[config.mk]
export PLATFORM = sky130hd
export DESIGN_NAME = softreg_fabric_top
export DESIGN_NICKNAME = d
export VERILOG_FILES = /design/src/hdl/softreg_pkg.sv /design/src/hdl/pipe_delay.sv /design/src/hdl/softreg_bank.sv /design/src/hdl/resp_or_tree.sv /design/src/hdl/softreg_fabric_top.sv
export SDC_FILE = /design/constraint.sdc
export NUM_CORES = 2
export LEC_CHECK = 0
export ABC_CLOCK_PERIOD_IN_PS = 9350
export BUFFER_PORTS_ARGS = -buffer_cell sky130_fd_sc_hd__clkbuf_2
export CAP_MARGIN = 20
export CORE_ASPECT_RATIO = 0.7
export CORE_MARGIN = 2
export CORE_UTILIZATION = 42
export CTS_BUF_LIST = sky130_fd_sc_hd__clkbuf_4 sky130_fd_sc_hd__clkbuf_8 sky130_fd_sc_hd__clkbuf_16
export DETAILED_ROUTE_END_ITERATION = 10
export GPL_ROUTABILITY_DRIVEN = 0
export PLACE_DENSITY = 0.59
export SLEW_MARGIN = 20
export SYNTH_ARGS = -nofsm -noshare
export SYNTH_HDL_FRONTEND = slang
export SYNTH_SLANG_ARGS = --single-unit
[constraint.sdc]
create_clock -name global_clk -period 9.35 [get_ports global_clk]
set_input_delay 0.935 -clock global_clk [delete_from_list [all_inputs] [get_ports global_clk]]
set_output_delay 0.935 -clock global_clk [all_outputs]
set_load 0.05 [all_outputs]
[src/hdl/softreg_pkg.sv]
/*
  Shared widths and word layouts for the soft-register fabric.
  Request and response structs travel through every pipe, bank and
  merge stage. Modules pull these in with a wildcard import.
*/

package softreg_pkg;

	// --------------------
	// Widths
	// --------------------

	// Full host address and data word
	localparam int SR_ADDR_W = 32;
	localparam int SR_DATA_W = 64;

	// Address bits that pick a bank, then a register in that bank
	localparam int BANK_SEL_W = 8;
	localparam int REG_SEL_W  = 8;

	// Leftover upper bits must be zero on a valid access
	localparam int UNUSED_HI_W = SR_ADDR_W - BANK_SEL_W - REG_SEL_W;

	// --------------------
	// Address view
	// --------------------

	// Split of a host address with the upper bits first
	typedef struct packed {
		logic [UNUSED_HI_W-1:0] unused_hi;
		logic [BANK_SEL_W-1:0]  bank_sel;
		logic [REG_SEL_W-1:0]   reg_sel;
	} sr_addr_t;

	// --------------------
	// Request and response
	// --------------------

	// Host request that exists only in cycles where valid is set
	typedef struct packed {
		logic                 valid;
		logic                 is_write;
		sr_addr_t             addr;
		logic [SR_DATA_W-1:0] data;
	} softreg_req_t;

	// Read response that stays all zero when idle so responses can be OR-merged
	typedef struct packed {
		logic                 valid;
		logic [SR_DATA_W-1:0] data;
	} softreg_resp_t;

endpackage

[src/hdl/pipe_delay.sv]
/*
  Register delay line for a packed word of any width.
  Output follows the input STAGES cycles later; every stage clears
  to zero in reset so a delayed valid bit starts low.
*/

`timescale 1ns/1ns

module pipe_delay #(
	parameter int WIDTH  = 1,
	parameter int STAGES = 1
) (
	input  logic             global_clk,
	input  logic             global_rst_n,
	input  logic [WIDTH-1:0] in_bus,
	output logic [WIDTH-1:0] out_bus
);

	generate
		if (STAGES == 0) begin : gen_no_delay
			// Zero stages collapses to a plain connection
			assign out_bus = in_bus;
		end else begin : gen_delay
			logic [WIDTH-1:0] stage_q [STAGES];

			// Reset is active high
			always_ff @(posedge global_clk) begin
				if (global_rst_n) begin
					for (int s = 0; s < STAGES; s++) begin
						stage_q[s] <= '0;
					end
				end else begin
					stage_q[0] <= in_bus;
					for (int s = 1; s < STAGES; s++) begin
						stage_q[s] <= stage_q[s-1];
					end
				end
			end

			assign out_bus = stage_q[STAGES-1];
		end
	endgenerate

endmodule

[src/hdl/softreg_bank.sv]
/*
  One bank of soft registers on the broadcast request bus.
  Acts only on requests whose address selects this bank and an existing
  register. Writes land at the request edge; reads answer one cycle later.
  An idle bank drives an all-zero response for the OR merge downstream.
*/

`timescale 1ns/1ns

module softreg_bank import softreg_pkg::*; #(
	parameter int BANK_ID       = 0,
	parameter int REGS_PER_BANK = 8
) (
	input  logic          global_clk,
	input  logic          global_rst_n,
	input  softreg_req_t  req,
	output softreg_resp_t resp
);

	// Index width into the register file is at least one bit
	localparam int REG_IDX_W = (REGS_PER_BANK > 1) ? $clog2(REGS_PER_BANK) : 1;

	// --------------------
	// Address decode
	// --------------------

	sr_addr_t              req_addr;
	logic                  bank_hit;
	logic                  reg_hit;
	logic                  access_hit;
	logic                  wr_hit;
	logic                  rd_hit;
	logic [REG_IDX_W-1:0]  reg_idx;

	assign req_addr = req.addr;

	// Upper bits must be clear and the bank number must be ours
	assign bank_hit = (req_addr.unused_hi == '0) &&
		(req_addr.bank_sel == BANK_SEL_W'(BANK_ID));

	// Registers past the end of the file are not decoded
	assign reg_hit = (int'(req_addr.reg_sel) < REGS_PER_BANK);

	assign access_hit = req.valid && bank_hit && reg_hit;
	assign wr_hit     = access_hit && req.is_write;
	assign rd_hit     = access_hit && !req.is_write;

	assign reg_idx = req_addr.reg_sel[REG_IDX_W-1:0];

	// --------------------
	// Register file and read port
	// --------------------

	logic [SR_DATA_W-1:0] regs_q [REGS_PER_BANK];

	// Registers read back as zero after reset
	always_ff @(posedge global_clk) begin
		if (global_rst_n) begin
			for (int r = 0; r < REGS_PER_BANK; r++) begin
				regs_q[r] <= '0;
			end
		end else if (wr_hit) begin
			regs_q[reg_idx] <= req.data;
		end
	end

	// Response is zero in every cycle without a matching read
	always_ff @(posedge global_clk) begin
		if (global_rst_n) begin
			resp <= '0;
		end else if (rd_hit) begin
			resp.valid <= 1'b1;
			resp.data  <= regs_q[reg_idx];
		end else begin
			resp <= '0;
		end
	end

endmodule

[src/hdl/resp_or_tree.sv]
/*
  Merges the bank responses into one through a registered OR tree.
  Leaves are registered first, then each level ORs pairs into registers,
  so the root lags the inputs by 1 + log2(NUM_BANKS) cycles.
  Relies on at most one bank answering in any cycle.
*/

`timescale 1ns/1ns

module resp_or_tree import softreg_pkg::*; #(
	parameter int NUM_BANKS = 4
) (
	input  logic          global_clk,
	input  logic          global_rst_n,
	input  softreg_resp_t leaf_resp [NUM_BANKS],
	output softreg_resp_t root_resp
);

	// Heap layout with the root at 0 and the children of n at 2n+1 and 2n+2
	localparam int NUM_NODES = 2 * NUM_BANKS - 1;

	// First leaf slot equals the number of inner nodes
	localparam int LEAF_BASE = NUM_BANKS - 1;

	softreg_resp_t node_q [NUM_NODES];

	// --------------------
	// Leaf and merge stages
	// --------------------

	// All levels advance together, so every leaf sees the same depth
	always_ff @(posedge global_clk) begin
		if (global_rst_n) begin
			for (int n = 0; n < NUM_NODES; n++) begin
				node_q[n] <= '0;
			end
		end else begin
			// Leaf stage
			for (int b = 0; b < NUM_BANKS; b++) begin
				node_q[LEAF_BASE + b] <= leaf_resp[b];
			end

			// Inner nodes take the OR of their two children
			for (int n = 0; n < LEAF_BASE; n++) begin
				node_q[n] <= node_q[2*n + 1] | node_q[2*n + 2];
			end
		end
	end

	assign root_resp = node_q[0];

endmodule

[src/hdl/softreg_fabric_top.sv]
/*
  Top level of the soft-register fabric.
  Host requests are retimed, broadcast to every bank, and the bank
  answers are OR-merged and retimed back out. A read returns after
  REQ_STAGES + 2 + log2(NUM_BANKS) + RESP_STAGES cycles; writes are silent.
*/

`timescale 1ns/1ns

module softreg_fabric_top import softreg_pkg::*; #(
	parameter int NUM_BANKS     = 4,
	parameter int REGS_PER_BANK = 8,
	parameter int REQ_STAGES    = 2,
	parameter int RESP_STAGES   = 2
) (
	input  logic          global_clk,
	input  logic          global_rst_n,
	input  softreg_req_t  softreg_req,
	output softreg_resp_t softreg_resp
);

	// Request after the input pipe as seen by every bank
	softreg_req_t  bank_req;

	// One response per bank that stays zero unless that bank answers
	softreg_resp_t bank_resp [NUM_BANKS];

	// Merged response ahead of the output pipe
	softreg_resp_t tree_resp;

	// --------------------
	// Request pipe
	// --------------------

	pipe_delay #(
		.WIDTH($bits(softreg_req_t)),
		.STAGES(REQ_STAGES)
	) req_pipe (
		.global_clk(global_clk),
		.global_rst_n(global_rst_n),
		.in_bus(softreg_req),
		.out_bus(bank_req)
	);

	// --------------------
	// Banks
	// --------------------

	// Each bank decodes its own number from the broadcast address
	genvar b;
	generate
		for (b = 0; b < NUM_BANKS; b++) begin : gen_bank
			softreg_bank #(
				.BANK_ID(b),
				.REGS_PER_BANK(REGS_PER_BANK)
			) bank (
				.global_clk(global_clk),
				.global_rst_n(global_rst_n),
				.req(bank_req),
				.resp(bank_resp[b])
			);
		end
	endgenerate

	// --------------------
	// Response merge and pipe
	// --------------------

	resp_or_tree #(
		.NUM_BANKS(NUM_BANKS)
	) resp_tree (
		.global_clk(global_clk),
		.global_rst_n(global_rst_n),
		.leaf_resp(bank_resp),
		.root_resp(tree_resp)
	);

	pipe_delay #(
		.WIDTH($bits(softreg_resp_t)),
		.STAGES(RESP_STAGES)
	) resp_pipe (
		.global_clk(global_clk),
		.global_rst_n(global_rst_n),
		.in_bus(tree_resp),
		.out_bus(softreg_resp)
	);

endmodule

# After elaboration in Yosys (flattened, before gate mapping)
# Memory sizes are Yosys's and may differ from the RTL's.
# Index checks and enable logic that the tools add are counted.
[classes] bitwise_logic=18 magnitude_cmp=1 n_reduce_logical=31 muxes=42 n_eq_ne=3
[ops] operator="65-bit two-way mux" n=13
[ops] operator="64-bit two-way mux" n=4
[ops] operator="64-bit OR reduction" n=4
[ops] operator="98-bit two-way mux" n=2
[ops] operator="65-bit bitwise OR" n=3
[ops] operator="1-bit logical AND" n=20
[ops] operator="1-bit two-way mux" n=19
[ops] operator="8-bit by 2-bit equality test with 1-bit output (second input constant)" n=2
[ops] operator="16-bit zero test" n=1
[ops] operator="3-bit two-way mux" n=4
[ops] operator="1-bit bitwise OR" n=11
[ops] operator="8-bit by 1-bit equality test with 1-bit output (second input constant)" n=1
[ops] operator="8-bit zero test" n=1
[ops] operator="8-bit by 4-bit less-than comparator with 1-bit output (second input constant)" n=1
[ops] operator="2-bit OR reduction" n=4
[ops] operator="1-bit NOT" n=4
[ops] operator="1-bit zero test" n=1
[word_totals] output_inout_bits=65 input_bits=100 memories=7 wordCells=110 ramBits=2829 regBits=260
[memory_table] memory="gen_bank[0].bank.regs_q" depth=8 width=64 rd=1 rd_ports_with_merged_regs=0 write_ports=8 line="softreg_bank.sv:54" source="logic [SR_DATA_W-1:0] regs_q [REGS_PER_BANK];"
[memory_table] memory="gen_bank[1].bank.regs_q" depth=8 width=64 rd=1 rd_ports_with_merged_regs=0 write_ports=8 line="softreg_bank.sv:54"
[memory_table] memory="gen_bank[2].bank.regs_q" depth=8 width=64 rd=1 rd_ports_with_merged_regs=0 write_ports=8 line="softreg_bank.sv:54"
[memory_table] memory="gen_bank[3].bank.regs_q" depth=8 width=64 rd=1 rd_ports_with_merged_regs=0 write_ports=8 line="softreg_bank.sv:54"
[memory_table] memory="resp_tree.node_q" depth=7 width=65 rd=7 rd_ports_with_merged_regs=0 write_ports=7 line="resp_or_tree.sv:25" source="softreg_resp_t node_q [NUM_NODES];"
[memory_table] memory="req_pipe.gen_delay.stage_q" depth=2 width=98 rd=2 rd_ports_with_merged_regs=0 write_ports=2 line="pipe_delay.sv:24" source="logic [WIDTH-1:0] stage_q [STAGES];"
[memory_table] memory="+1 memories"

# Depth between registers and ports, before layout
[depth] depth_word=10 ltp_mapped=9 depth_no_buf=5

# Cells and area by module
# A second synthesis with hierarchy kept.
[unflattened] cells_unflattened=8693 area_unflattened_um2=118478.6
[by_module_without_submodules] module="softreg_bank at gen_bank[1].bank ..." cells_each=1698 n_inst=2 area_each_um2=23860.4 seq_area_each_um2=16676.0
[by_module_without_submodules] module="softreg_bank at gen_bank[3].bank" cells_each=1698 n_inst=1 area_each_um2=23826.6 seq_area_each_um2=16676.0
[by_module_without_submodules] module="softreg_bank at gen_bank[0].bank" cells_each=1724 n_inst=1 area_each_um2=23517.6 seq_area_each_um2=16676.0
[by_module_without_submodules] module="resp_or_tree" cells_each=1025 n_inst=1 area_each_um2=13421.6 seq_area_each_um2=9108.7
[by_module_without_submodules] module="pipe_delay at req_pipe" cells_each=511 n_inst=1 area_each_um2=6015.8 seq_area_each_um2=3923.8
[by_module_without_submodules] module="pipe_delay at resp_pipe" cells_each=339 n_inst=1 area_each_um2=3976.3 seq_area_each_um2=2602.5

# Least setup slack after synthesis
# Ideal clock, no wire load.
[synth_timing] path_type="input-to-reg" from="input global_rst_n" to="memory gen_bank[3].bank.regs_q[2][0] (enable)" path_stages=6 setup_time_ps=499 path_slack_ps=3873 arrival_time_ps=4978 path_cell_list="clkbuf_1 -> and4b_1 -> clkbuf_1 -> clkbuf_1 -> nand2_1 -> o21bai_1"
[synth_lines] item="start, declared" line="softreg_fabric_top.sv:17" source="input logic global_rst_n,"
[synth_lines] item="end, declared" line="softreg_bank.sv:54"

==> impl_metrics.yaml <==
outcome:
  status: "finished, final reports clean"
clock_tree:
  root_buffer: "clkbuf_16"
  path_clk_slew_ps: 70
  cts_setup_buffers: 0
  numCtsBuffers: 289
  cts_sinks: 3089
  tritoncts: "yes"
  cts-resized-gates: 0
  htreeDepth: 5
  clockBufferDepth: 4
  hold_buffers: 0
  insertion_delay_ps: 870
timing:
  holdWs_ps: 282.6
  grt_setup_unrepaired: "false"
  tightest_slew_ps: 1220
  hold_viol: 0
  fin_setup_tns_ps: 0
  finalSetupViolCount: 0
  max-slew-margin-rel_pct: 18.69
  post-route-min-period_ps: 5623
  drv_slew: 0
  skew_ps: 60.73
  max_freq_mhz: 177.9
  post-route-period-util_pct: 60.14
yosys:
  yosysSeqAreaShare_pct: 70.57
  synth_nets: 9059
  syn_inst: 8959
  synth_edf_count: 2048
  syn_area_um2: 116700
  ys.flop_type: "edfxtp_1"
  synth-async-reset-ratio_pct: 0
  ys_types: 49
  ys_warn_count: 0
  avgSynthCellArea_um2: 13.02
  synth.ff_latch_count: 3089
floorplan:
  start_util_pct: 42.34
  die_area_um2: 282100
  pin_count: 165
  die_width_um: 634.0
  die_h_um: 445.0
  rows: 161
  coreArea_um2: 275600
grt:
  grt_pass1_vias: 72390
  grt_pass1_wl_um: 541900
  antenna_found_initial: 37
  groute.usage.overall_pct: 26.90
  overflow: 0
  grt_max_degree: 155
detailed_routing:
  via_per_inst: 5.802
  post-route-drc-count: 0
  dr.pass1.iters: 9
  num_vias: 74050
  antenna_left: 0
  wl_per_cell_um: 30.13
  routed_wl_um: 384600
  first_iter_violations: 10860
cells_and_area:
  nNetsFinal: 8951
  num-fill-cells: 24210
  final_common_cell: "nor2_1"
  post-route-util_pct: 47.28
  area_delta_synth_final_pct: 11.67
  final_cell_mix: "nor2_1, edfxtp_1, dfxtp_1, nor2b_1, clkbuf_16"
  seq_area_um2: 82350
  multi_input_area_um2: 31210
  drive_gt1_share_pct: 14.03
placed_design:
  hpwl_um: 208300
  io_buffers: 164
worst_setup_path:
  critPathLaunchType: "flop"
  cp_max_fo: 123
  arrival_ps: 6190
  crit_required_ps: 9920
  crit_type: "reg -> reg"
  r2r_slack_ps: 3730
  worstSetupEndpointType: "flop"
flow_run:
  maxCapViolations: 0
pwr:
  p_per_area_nw_per_um2: 217.0
  irDropWorstVdd_mv: 0.1471
  total_leakage_power_uw: 0.04408
hold_path:
  hold_class: "in -> reg"
## stage by stage
| step | worst slack [ps] | cell area (um2) | power, uW | instances |
|---|---|---|---|---|
| finish | 3727 | 130300 | 28280 | 12760 |
| global route | 3634 | 130300 | 28950 | 12760 |
| CTS | 3796 | 130200 | 28350 | 12750 |
| detailed placement | 3820 | 120400 | 16290 | 12230 |
| global placement | 3912 | 120300 | 16270 | 12230 |
| floorplan | 3873 | 116700 | 15770 | 8959 |
## cell usage after synthesis (4+ instances only)
master	count	area, um2
buf_4	97	728.2
mux2_2	78	878.3
and4_1	8	70.07
clkbuf_1	292	1096
nor4_1	5	31.28
o211ai_1	9	67.56
buf_2	284	1421
mux2i_1	294	2943
a21oi_1	124	620.6
a21o_1	22	165.2
a221oi_1	98	858.3
or2_2	63	394.1
o21a_1	91	683.2
o22ai_1	63	394.1
a22o_1	26	227.7
mux4_2	234	5270
a22oi_1	175	1314
nand4_1	9	56.30
buf_1	23	86.33
nand3_1	192	960.9
nor2_1	2624	9849
a41oi_1	6	52.55
nand4_2	4	50.05
a222oi_1	12	120.1
edfxtp_1	2048	61500
and2_1	5	31.28
o21bai_1	8	60.06
a31oi_1	52	325.3
nor2b_1	667	4173
nand2b_1	6	37.54
dfxtp_1	1041	20840
buf_6	20	225.2
nand2_1	252	945.9
## power breakdown
part           internal, uW  leakage (uW)  switching (uW)
Clock                  7040       0.00496            5230
Combinational           297       0.00870             814
Sequential            14800        0.0304             131
## flip-flops by register name (all words and copies together) (netlist names)
signal,flops
gen_bank.bank.resp,260
req_pipe.gen_delay.stage_q,196
resp_pipe.gen_delay.stage_q,130
resp_tree.node_q,455
gen_bank.bank.regs_q,2048
## worst paths after layout
kind	start	end	cells after the start
max	req_pipe.gen_delay.stage_q[0][163]	gen_bank[0].bank.regs_q[4][28]	8
min	softreg_req[8]	req_pipe.gen_delay.stage_q[0][8]	2
max reg2reg	req_pipe.gen_delay.stage_q[0][163]	gen_bank[0].bank.regs_q[4][28]	8
min reg2reg	gen_bank[0].bank.resp[60]	resp_tree.node_q[0][255]	1
## per-layer routing
| metal | GRT usage (%) | routed length, um |
|---|---|---|
| met5 | 0 | 117 |
| met3 | 6.910 | 49420 |
| met4 | 9.310 | 14770 |
| met2 | 39.29 | 163300 |
| met1 | 38.84 | 157000 |
## area by class of cell
class / instances / share of cell area, %
clock inverter: 100 / 0.7884
tap: 3667 / 3.521
timing repair buffer: 317 / 1.723
sequential: 3089 / 63.21
clock buffer: 423 / 6.768
multi-input combinational: 5149 / 23.95
antenna: 14 / 0.02689
inverter: 5 / 0.01440
## cell families (layout without fill, tap and decap cells)
| logic type | count (synthesis) | in the layout | share of synthesized area, % |
|---|---|---|---|
| buf+inv | 721 | 845 | 3.065 |
| flops | 3089 | 3089 | 70.57 |
| compound gates | 689 | 689 | 4.216 |
| mux | 606 | 606 | 7.792 |
| other cells | 0 | 14 | 0 |
| simple gates | 3854 | 3854 | 14.36 |
## worst max-delay path, cell delays in order, from the launching register on
cell,delay (ps)
dfxtp_4,890
buf_4,720
buf_4,830
nor2_4,20
and2_0,390
nand4_4,510
buf_4,720
buf_12,740
nor2_1,140
No activity file was read; power rests on OpenSTA's default activity.
